**src/hw/sys_pkg.sv**
```systemverilog
// Shared widths and host command codes; command values must match the host firmware
`default_nettype none

package sys_pkg;

	// ====================
	// Host I/O channel
	// ====================

	// One word on the strobed 16-bit channel
	typedef logic [15:0] io_word_t;

	// Command code, low byte of the first word in a frame
	typedef logic [7:0] hps_cmd_t;

	// Configuration word, csync flag at CFG_CSYNC_BIT
	localparam hps_cmd_t CMD_CFG = 8'h01;

	// LED override, upper byte mask and lower byte state
	localparam hps_cmd_t CMD_LED = 8'h25;

	// Volume word, attenuation in the low 5 bits
	localparam hps_cmd_t CMD_VOL = 8'h26;

	// Composite sync enable inside the configuration word
	localparam int unsigned CFG_CSYNC_BIT = 3;

	// Decoder FSM
	typedef enum logic {
		DEC_IDLE,
		DEC_HAVE_CMD
	} dec_state_e;

	// ====================
	// Board and audio
	// ====================

	// Main-board LEDs
	typedef logic [7:0] led_vec_t;

	// Bit 4 mutes, bits 3..0 are the right-shift count
	typedef logic [4:0] vol_att_t;

	// One audio sample, signed or unsigned by i_audio_s
	typedef logic [15:0] audio_sample_t;

	// Cross-mix amount: none, 1/8, 1/4, 1/2
	typedef logic [1:0] mix_mode_t;

endpackage

`default_nettype wire

```
**src/hw/hps_io_decoder.sv**
```systemverilog
// Host must not raise i_io_clk again before o_io_ack echoes it; i_io_din must be stable with the strobe
`timescale 1ns/1ps
`default_nettype none

module hps_io_decoder (
	input  wire                      clk_sys,
	input  wire                      resetd,
	input  wire                      i_io_uio,
	input  wire                      i_io_clk,
	input  wire sys_pkg::io_word_t   i_io_din,
	output logic                     o_io_ack,
	output sys_pkg::led_vec_t        o_led_override,
	output sys_pkg::led_vec_t        o_led_state,
	output sys_pkg::vol_att_t        o_vol_att,
	output logic                     o_csync
);

	// ====================
	// Strobe synchroniser
	// ====================

	logic [1:0] clk_sync;
	logic [1:0] uio_sync;
	logic       io_ack_q;
	logic       io_strobe;

	sys_pkg::dec_state_e state;
	sys_pkg::hps_cmd_t   cmd;

	// Ack is the synchronised strobe one cycle later, so it doubles as the edge reference
	assign io_strobe = clk_sync[1] & ~io_ack_q;
	assign o_io_ack  = io_ack_q;

	always_ff @(posedge clk_sys) begin
		if (resetd) begin
			clk_sync <= '0;
			uio_sync <= '0;
			io_ack_q <= 1'b0;
		end else begin
			clk_sync <= {clk_sync[0], i_io_clk};
			uio_sync <= {uio_sync[0], i_io_uio};
			io_ack_q <= clk_sync[1];
		end
	end

	// ====================
	// Command decode
	// ====================

	always_ff @(posedge clk_sys) begin
		if (resetd) begin
			state          <= sys_pkg::DEC_IDLE;
			o_led_override <= '0;
			o_led_state    <= '0;
			o_vol_att      <= '0;
			o_csync        <= 1'b0;
		end else if (!uio_sync[1]) begin
			// Frame closed, next word starts a new command
			state <= sys_pkg::DEC_IDLE;
		end else if (io_strobe) begin
			case (state)
				sys_pkg::DEC_IDLE: begin
					state <= sys_pkg::DEC_HAVE_CMD;
				end
				sys_pkg::DEC_HAVE_CMD: begin
					case (cmd)
						sys_pkg::CMD_CFG: begin
							o_csync <= i_io_din[sys_pkg::CFG_CSYNC_BIT];
						end
						sys_pkg::CMD_LED: begin
							o_led_override <= i_io_din[15:8];
							o_led_state    <= i_io_din[7:0];
						end
						sys_pkg::CMD_VOL: begin
							o_vol_att <= i_io_din[4:0];
						end
						default: begin
							// Unknown command, data words dropped
						end
					endcase
				end
				default: begin
					state <= sys_pkg::DEC_IDLE;
				end
			endcase
		end
	end

	// Command byte only matters while in DEC_HAVE_CMD
	always_ff @(posedge clk_sys) begin
		if (uio_sync[1] && io_strobe && state == sys_pkg::DEC_IDLE) begin
			cmd <= i_io_din[7:0];
		end
	end

endmodule

`default_nettype wire

```
**src/hw/audio_mixer.sv**
```systemverilog
// Two-cycle pipeline, no overflow saturation; sums wrap at 16 bits
`timescale 1ns/1ps
`default_nettype none

module audio_mixer (
	input  wire                         clk_sys,
	input  wire                         resetd,
	input  wire sys_pkg::audio_sample_t i_audio_l,
	input  wire sys_pkg::audio_sample_t i_audio_r,
	input  wire                         i_audio_s,
	input  wire sys_pkg::mix_mode_t     i_audio_mix,
	input  wire sys_pkg::vol_att_t      i_vol_att,
	output sys_pkg::audio_sample_t      o_audio_l,
	output sys_pkg::audio_sample_t      o_audio_r
);

	// Arithmetic shift for signed samples, logical otherwise
	function automatic sys_pkg::audio_sample_t shr(
		input sys_pkg::audio_sample_t v,
		input logic [3:0]             n,
		input logic                   s
	);
		logic signed [15:0] sv;
		sv = v;
		if (s) begin
			shr = sv >>> n;
		end else begin
			shr = v >> n;
		end
	endfunction

	// Own channel blended with a fraction of the other one
	function automatic sys_pkg::audio_sample_t mix(
		input sys_pkg::audio_sample_t own,
		input sys_pkg::audio_sample_t other,
		input sys_pkg::mix_mode_t     mode,
		input logic                   s
	);
		case (mode)
			2'd1:    mix = own - shr(own, 4'd3, s) + shr(other, 4'd3, s);
			2'd2:    mix = own - shr(own, 4'd2, s) + shr(other, 4'd2, s);
			2'd3:    mix = shr(own, 4'd1, s) + shr(other, 4'd1, s);
			default: mix = own;
		endcase
	endfunction

	sys_pkg::audio_sample_t mix_l;
	sys_pkg::audio_sample_t mix_r;
	logic                   mix_s;

	// Stage 1, cross-mix
	always_ff @(posedge clk_sys) begin
		if (resetd) begin
			mix_l <= '0;
			mix_r <= '0;
			mix_s <= 1'b0;
		end else begin
			mix_l <= mix(i_audio_l, i_audio_r, i_audio_mix, i_audio_s);
			mix_r <= mix(i_audio_r, i_audio_l, i_audio_mix, i_audio_s);
			mix_s <= i_audio_s;
		end
	end

	// Stage 2, attenuation and mute
	always_ff @(posedge clk_sys) begin
		if (resetd || i_vol_att[4]) begin
			o_audio_l <= '0;
			o_audio_r <= '0;
		end else begin
			o_audio_l <= shr(mix_l, i_vol_att[3:0], mix_s);
			o_audio_r <= shr(mix_r, i_vol_att[3:0], mix_s);
		end
	end

endmodule

`default_nettype wire

```
**src/hw/panel_io.sv**
```systemverilog
// Buttons are active low and asynchronous; debounce time is 8 samples of DEB_DIV+1 cycles
`timescale 1ns/1ps
`default_nettype none

module panel_io #(
	parameter int DEB_DIV = 100000
) (
	input  wire                     clk_sys,
	input  wire                     resetd,
	input  wire                     i_btn_user_n,
	input  wire                     i_btn_osd_n,
	input  wire                     i_led_user,
	input  wire [1:0]               i_led_power,
	input  wire [1:0]               i_led_disk,
	input  wire sys_pkg::led_vec_t  i_led_override,
	input  wire sys_pkg::led_vec_t  i_led_state,
	output logic                    o_btn_user,
	output logic                    o_btn_osd,
	output sys_pkg::led_vec_t       o_led,
	output logic                    o_led_power_on,
	output logic                    o_led_hdd_on,
	output logic                    o_led_user_on
);

	localparam int DIV_W = $clog2(DEB_DIV + 1);

	// ====================
	// Button debounce
	// ====================

	logic [DIV_W-1:0] div_cnt;
	logic             deb_tick;
	logic [1:0]       btn_pressed;
	logic [1:0]       btn_out;

	assign deb_tick    = (div_cnt == '0);
	assign btn_pressed = {~i_btn_osd_n, ~i_btn_user_n};
	assign o_btn_user  = btn_out[0];
	assign o_btn_osd   = btn_out[1];

	always_ff @(posedge clk_sys) begin
		if (resetd || div_cnt == DIV_W'(DEB_DIV)) begin
			div_cnt <= '0;
		end else begin
			div_cnt <= div_cnt + 1'b1;
		end
	end

	for (genvar i = 0; i < 2; i++) begin : g_btn
		logic [1:0] sync;
		logic [7:0] hist;
		logic [7:0] hist_next;

		assign hist_next = {hist[6:0], sync[1]};

		always_ff @(posedge clk_sys) begin
			if (resetd) begin
				sync       <= '0;
				hist       <= '0;
				btn_out[i] <= 1'b0;
			end else begin
				sync <= {sync[0], btn_pressed[i]};
				if (deb_tick) begin
					hist <= hist_next;
					// Only a full run of equal samples moves the output
					if (&hist_next) begin
						btn_out[i] <= 1'b1;
					end else if (hist_next == '0) begin
						btn_out[i] <= 1'b0;
					end
				end
			end
		end
	end

	// ====================
	// LED drive
	// ====================

	logic led_p;
	logic led_d;
	logic led_u;

	assign led_p = i_led_power[1] ? i_led_power[0] : 1'b0;
	// Disk LED shows bit 0 in either mode
	assign led_d = i_led_disk[0];
	assign led_u = i_led_user;

	assign o_led_power_on = led_p;
	assign o_led_hdd_on   = led_d;
	assign o_led_user_on  = led_u;

	assign o_led = (i_led_override & i_led_state) |
		(~i_led_override & {3'b000, led_p, 1'b0, led_d, 1'b0, led_u});

endmodule

`default_nettype wire

```
**src/hw/sync_polarity_fix.sv**
```systemverilog
// Needs two full sync periods to settle; phases longer than 2**SYNC_CNT_W cycles wrap the count
`timescale 1ns/1ps
`default_nettype none

module sync_polarity_fix #(
	parameter int SYNC_CNT_W = 20
) (
	input  wire  clk_sys,
	input  wire  resetd,
	input  wire  i_sync,
	output logic o_sync
);

	logic                  s1;
	logic                  s2;
	logic                  pol;
	logic [SYNC_CNT_W-1:0] cnt;
	logic [SYNC_CNT_W-1:0] high_len;
	logic [SYNC_CNT_W-1:0] low_len;

	// Invert whenever the high phase is the long one
	assign o_sync = s1 ^ pol;

	always_ff @(posedge clk_sys) begin
		if (resetd) begin
			s1       <= 1'b0;
			s2       <= 1'b0;
			pol      <= 1'b0;
			cnt      <= '0;
			high_len <= '0;
			low_len  <= '0;
		end else begin
			s1 <= i_sync;
			s2 <= s1;
			// Rising edge closes a low phase, falling edge a high one
			if (s1 && !s2) begin
				low_len <= cnt;
			end
			if (!s1 && s2) begin
				high_len <= cnt;
			end
			if (s1 != s2) begin
				cnt <= '0;
			end else begin
				cnt <= cnt + 1'b1;
			end
			pol <= (high_len > low_len);
		end
	end

endmodule

`default_nettype wire

```
**src/hw/vga_sync_out.sv**
```systemverilog
// Syncs of either polarity in, active-low VGA syncs out; composite sync is XOR based
`timescale 1ns/1ps
`default_nettype none

module vga_sync_out #(
	parameter int SYNC_CNT_W = 20
) (
	input  wire  clk_sys,
	input  wire  resetd,
	input  wire  i_vs,
	input  wire  i_hs,
	input  wire  i_csync,
	output logic o_vga_vs,
	output logic o_vga_hs
);

	logic vs_norm;
	logic hs_norm;

	sync_polarity_fix #(
		.SYNC_CNT_W(SYNC_CNT_W)
	) sync_v_i (
		.clk_sys(clk_sys),
		.resetd (resetd),
		.i_sync (i_vs),
		.o_sync (vs_norm)
	);

	sync_polarity_fix #(
		.SYNC_CNT_W(SYNC_CNT_W)
	) sync_h_i (
		.clk_sys(clk_sys),
		.resetd (resetd),
		.i_sync (i_hs),
		.o_sync (hs_norm)
	);

	// In composite mode VS idles high and HS carries both
	assign o_vga_vs = i_csync ? 1'b1 : ~vs_norm;
	assign o_vga_hs = i_csync ? ~(vs_norm ^ hs_norm) : ~hs_norm;

endmodule

`default_nettype wire

```
**src/hw/sys_top.sv**
```systemverilog
// Single clock domain; every input is expected on clk_sys except the buttons and host strobe
`timescale 1ns/1ps
`default_nettype none

module sys_top #(
	parameter int DEB_DIV    = 100000,
	parameter int SYNC_CNT_W = 20
) (
	input  wire                         clk_sys,
	input  wire                         resetd,
	input  wire                         i_io_uio,
	input  wire                         i_io_clk,
	input  wire sys_pkg::io_word_t      i_io_din,
	input  wire                         i_btn_user_n,
	input  wire                         i_btn_osd_n,
	input  wire                         i_led_user,
	input  wire [1:0]                   i_led_power,
	input  wire [1:0]                   i_led_disk,
	input  wire sys_pkg::audio_sample_t i_audio_l,
	input  wire sys_pkg::audio_sample_t i_audio_r,
	input  wire                         i_audio_s,
	input  wire sys_pkg::mix_mode_t     i_audio_mix,
	input  wire                         i_vs,
	input  wire                         i_hs,
	output logic                        o_io_ack,
	output logic                        o_btn_user,
	output logic                        o_btn_osd,
	output sys_pkg::led_vec_t           o_led,
	output logic                        o_led_power_on,
	output logic                        o_led_hdd_on,
	output logic                        o_led_user_on,
	output sys_pkg::audio_sample_t      o_audio_l,
	output sys_pkg::audio_sample_t      o_audio_r,
	output logic                        o_vga_hs,
	output logic                        o_vga_vs
);

	// Configuration from the host
	sys_pkg::led_vec_t led_override;
	sys_pkg::led_vec_t led_state;
	sys_pkg::vol_att_t vol_att;
	logic              csync;

	hps_io_decoder hps_io_decoder_i (
		.clk_sys       (clk_sys),
		.resetd        (resetd),
		.i_io_uio      (i_io_uio),
		.i_io_clk      (i_io_clk),
		.i_io_din      (i_io_din),
		.o_io_ack      (o_io_ack),
		.o_led_override(led_override),
		.o_led_state   (led_state),
		.o_vol_att     (vol_att),
		.o_csync       (csync)
	);

	panel_io #(
		.DEB_DIV(DEB_DIV)
	) panel_io_i (
		.clk_sys       (clk_sys),
		.resetd        (resetd),
		.i_btn_user_n  (i_btn_user_n),
		.i_btn_osd_n   (i_btn_osd_n),
		.i_led_user    (i_led_user),
		.i_led_power   (i_led_power),
		.i_led_disk    (i_led_disk),
		.i_led_override(led_override),
		.i_led_state   (led_state),
		.o_btn_user    (o_btn_user),
		.o_btn_osd     (o_btn_osd),
		.o_led         (o_led),
		.o_led_power_on(o_led_power_on),
		.o_led_hdd_on  (o_led_hdd_on),
		.o_led_user_on (o_led_user_on)
	);

	audio_mixer audio_mixer_i (
		.clk_sys    (clk_sys),
		.resetd     (resetd),
		.i_audio_l  (i_audio_l),
		.i_audio_r  (i_audio_r),
		.i_audio_s  (i_audio_s),
		.i_audio_mix(i_audio_mix),
		.i_vol_att  (vol_att),
		.o_audio_l  (o_audio_l),
		.o_audio_r  (o_audio_r)
	);

	vga_sync_out #(
		.SYNC_CNT_W(SYNC_CNT_W)
	) vga_sync_out_i (
		.clk_sys (clk_sys),
		.resetd  (resetd),
		.i_vs    (i_vs),
		.i_hs    (i_hs),
		.i_csync (csync),
		.o_vga_vs(o_vga_vs),
		.o_vga_hs(o_vga_hs)
	);

endmodule

`default_nettype wire

```
**config.mk**
```make
export PLATFORM = sky130hd
export DESIGN_NAME = sys_top
export DESIGN_NICKNAME = d
export VERILOG_FILES = /design/src/hw/sys_pkg.sv /design/src/hw/hps_io_decoder.sv /design/src/hw/audio_mixer.sv /design/src/hw/panel_io.sv /design/src/hw/sync_polarity_fix.sv /design/src/hw/vga_sync_out.sv /design/src/hw/sys_top.sv
export SDC_FILE = /design/constraint.sdc
export NUM_CORES = 1
export LEC_CHECK = 0
export BUFFER_PORTS_ARGS = -buffer_cell sky130_fd_sc_hd__buf_4
export CORE_UTILIZATION = 62
export DETAILED_ROUTE_END_ITERATION = 6
export PLACE_DENSITY = 0.88
export SLEW_MARGIN = 25
export SYNTH_ARGS = -nofsm -noshare
export SYNTH_HDL_FRONTEND = slang
export SYNTH_SLANG_ARGS = --single-unit
```
**constraint.sdc**
```tcl
create_clock -name clk_sys -period 4.1 [get_ports clk_sys]
set_input_delay 0.41 -clock clk_sys [delete_from_list [all_inputs] [get_ports clk_sys]]
set_output_delay 0.41 -clock clk_sys [all_outputs]
set_load 0.05 [all_outputs]
```
==> flow_summary.toml <==
[run_status]
status = "finished with violations"
violations = "design-rule violations"

[synth]
synthesis.instances = 1975
synth_cell_types = 75
synth_enable_flop_cells = 8
synth_fa_ha_area_share_pct = 17.0
synth.most_common_cell = "nor2_1"
synth_top_family_by_area = "adder cells"
yosysTopAreaCell = "dfxtp_1"
yosysSeqAreaShare_pct = 31.2
synth_xor_area_share_pct = 5.24
synthArstFlopShare_pct = 0
syn_nets = 2238
synth_simple_gate_area_share_pct = 15.5
ys.flop_type = "dfxtp_1"
yosys.area.top_type_share_pct = 29.8
ys_ff_latch = 264
synth_area_leaders = "dfxtp_1 (30%), ha_1 (10%), mux2i_1 (8.0%), fa_1 (6.9%), nor2_1 (5.9%)"
syn_avg_cell_area_sq_um = 8.72
yosys_warnings = 0
syn-cell-area_sq_mm = 0.0172
synthMuxAreaShare_pct = 10.3
synth_common_cells = "nor2_1 (270), dfxtp_1 (256), inv_1 (221), ha_1 (140), mux2i_1 (137)"
synth-compound-area-share_pct = 14.1

[layout]
layout-drive-gt1-share_pct = 10.6
antennaDiodeCount = 0
finalNetCount = 2319
final_core_util_pct = 71.2
fin_area_sq_mm = 0.0193
area_delta_synth_final_pct = 12.0

[place]
place_ws_ps = 412
port_buffers = 110
place.gp.congestion = 0.972
place_area_sq_mm = 0.0183
dp_hpwl_um = 31500

[routing]
wl_um = 41800
num_vias = 14500
firstDrtPassIters = 7
avgViaCountPerCell = 5.92
wl_per_cell_um = 17.1
route.detailed.drc = 1
drtAntennaViolNets = 0
drt_iter0_drc = 1279

[grt]
grt_pass1_wl_um = 68600
grt_pass1_vias = 14200
antenna_found_initial = 0
overflow = 0
gr-usage-all-layers_pct = 29.5
grt_max_degree = 102

[clocking]
cts_tree = "built"
post_cts_buffers = 0
path_clk_slew_ps = 60
holdBufCountCts = 0
post_cts_resized = 0
cts.sinks = 264
cts_max_level = 1
insertion_delay_ps = 540
cts_root_buf = "clkbuf_16"
clockBufferDepth = 3
cts_made_buffers = 27

[floorplan]
die_h_um = 169
core_area_sq_mm = 0.0271
die_w_um = 169
dieArea_sq_mm = 0.0284
row_count = 60
start_util_pct = 63.5
io_pins = 112

[setup_path]
critPathKind = "in2reg"
r2r_end = "audio_mixer_i.o_audio_r[1]$_SDFF_PP0_"
reg2regPathDepth = 6
cp-start-kind = "input pin"
crit_path_end_kind = "flip-flop"
crit_arrival_ps = 3630
critPathLaunch = "i_audio_r[3]"
required_ps = 4490
worstReg2RegStart = "hps_io_decoder_i.o_vol_att[0]$_SDFFE_PP0P_"
rrSetupSlack_ps = 1570
crit_fanout = 6

[sta]
hold_violations = 0
maxSlewHeadroom_pct = 31.2
worstMarginPinSlew_ps = 1030
hold-worst-slack_ps = 21.9
setup_viol = 0
period_needed_ps = 3240
max_freq_mhz = 309
rsz0062_at_grt = "no"
worst_slack_ps = 860
skew_ps = 14.2
finalMaxSlewViolations = 0
post-route-period-util_pct = 79.0
fin_tns_setup_ps = 0

[hold_path]
hold_start = "i_btn_osd_n"
holdPathEnd = "panel_io_i.g_btn[1].sync[0]$_SDFF_PP0_"
hold_class = "in2reg"
hold_path_depth = 2

[power_and_ir_drop]
max-vdd-ir-drop_mv = 0.264
p_leak_nw = 8.30
powerDensity_mw_per_mm2 = 379

[flow_run]
cap_viol_max_count = 0
[routing by layer]
metal  wire length [um]  track usage (%)  vias to the layer above
met2              19200             48.6                      603
li1                   -                -                     6906
met5                  0                0                        -
met1              17500             38.6                     6866
met4               1270             9.45                        0
met3               3820             6.48                      115
[cells by family (layout without fill, tap and decap cells)]
| family | count (synthesis) | in the layout |
|---|---|---|
| adders and majority gates | 199 | 199 |
| DFF | 264 | 264 |
| muxes | 163 | 163 |
| xor gates and xnor gates | 103 | 103 |
| buffers and inverters | 298 | 398 |
| AOI/OAI and AO/OA | 369 | 369 |
| and+or+nand+nor | 579 | 579 |
[power breakdown]
part | internal [mW] | leakage (nW) | total (mW) | switching (mW)
Combinational | 0.818 | 5.68 | 2.05 | 1.23
Sequential | 2.67 | 2.15 | 2.74 | 0.0716
Clock | 1.53 | 0.467 | 2.52 | 0.991
Total | 5.02 | 8.30 | 7.31 | 2.30
[through the flow]
step                cells  power (mW)
global route         2447        7.66
floorplan            1975        4.26
finish               2447        7.31
global placement     2399        4.71
detailed placement   2399        4.78
CTS                  2447        7.29
[worst max path at each step]
| stage | cells after the start | end |
|---|---|---|
| 6_report | 13 | audio_mixer_i.mix_l[9]$_SDFF_PP0_ |
| 5_1_grt | 14 | audio_mixer_i.mix_l[12]$_SDFF_PP0_ |
| 4_1_cts | 13 | audio_mixer_i.mix_l[9]$_SDFF_PP0_ |
| 3_5_place_dp | 13 | audio_mixer_i.mix_l[9]$_SDFF_PP0_ |
| 3_3_place_gp | 13 | audio_mixer_i.mix_l[9]$_SDFF_PP0_ |
| 2_1_floorplan | 12 | audio_mixer_i.mix_l[14]$_SDFF_PP0_ |
[state kept, by name, indices dropped and copies added (netlist names), 2 cells and up]
register                          flops
panel_io_i.div_cnt                   17
vga_sync_out_i.sync_h_i.low_len      20
audio_mixer_i.o_audio_r              16
hps_io_decoder_i.clk_sync             2
hps_io_decoder_i.o_led_state          8
hps_io_decoder_i.o_led_override       8
hps_io_decoder_i.cmd                  8
hps_io_decoder_i.uio_sync             2
panel_io_i.g_btn.hist                14
audio_mixer_i.mix_r                  16
hps_io_decoder_i.o_vol_att            5
vga_sync_out_i.sync_h_i.cnt          20
audio_mixer_i.o_audio_l              16
vga_sync_out_i.sync_v_i.high_len     20
vga_sync_out_i.sync_v_i.cnt          20
vga_sync_out_i.sync_h_i.high_len     20
panel_io_i.g_btn.sync                 4
vga_sync_out_i.sync_v_i.low_len      20
audio_mixer_i.mix_l                  16
[layout make-up]
class	instances	area (sq um)
Clock inverter	11	153
Clock buffer	37	783
Tap cell	372	465
Inverter	224	841
Sequential cell	264	5370
Fill cell	1944	7820
Multi-Input combinational cell	1413	10700
Timing Repair Buffer	126	946
[placed cells by master, fill, tap and decap left out, types with 37 or more instances in the layout]
cell	instances
nor2_1	270
fa_1	59
nand2_1	94
xnor2_1	46
nand3_1	37
mux2i_1	137
dfxtp_1	255
o21ai_0	59
xor2_1	57
a21oi_1	119
buf_4	126
ha_1	140
inv_1	221
[critical path, cell delays in order]
cell and delay [ps]:
buf_4 110, inv_1 150, fa_1 580, inv_1 60, ha_1 330, a211oi_2 340, o21bai_1 140, a311o_1 360
a21oi_1 240, o21ai_1 110, xnor2_1 240, a22oi_1 130, a221oi_1 430
(Power assumes the default switching activity.)
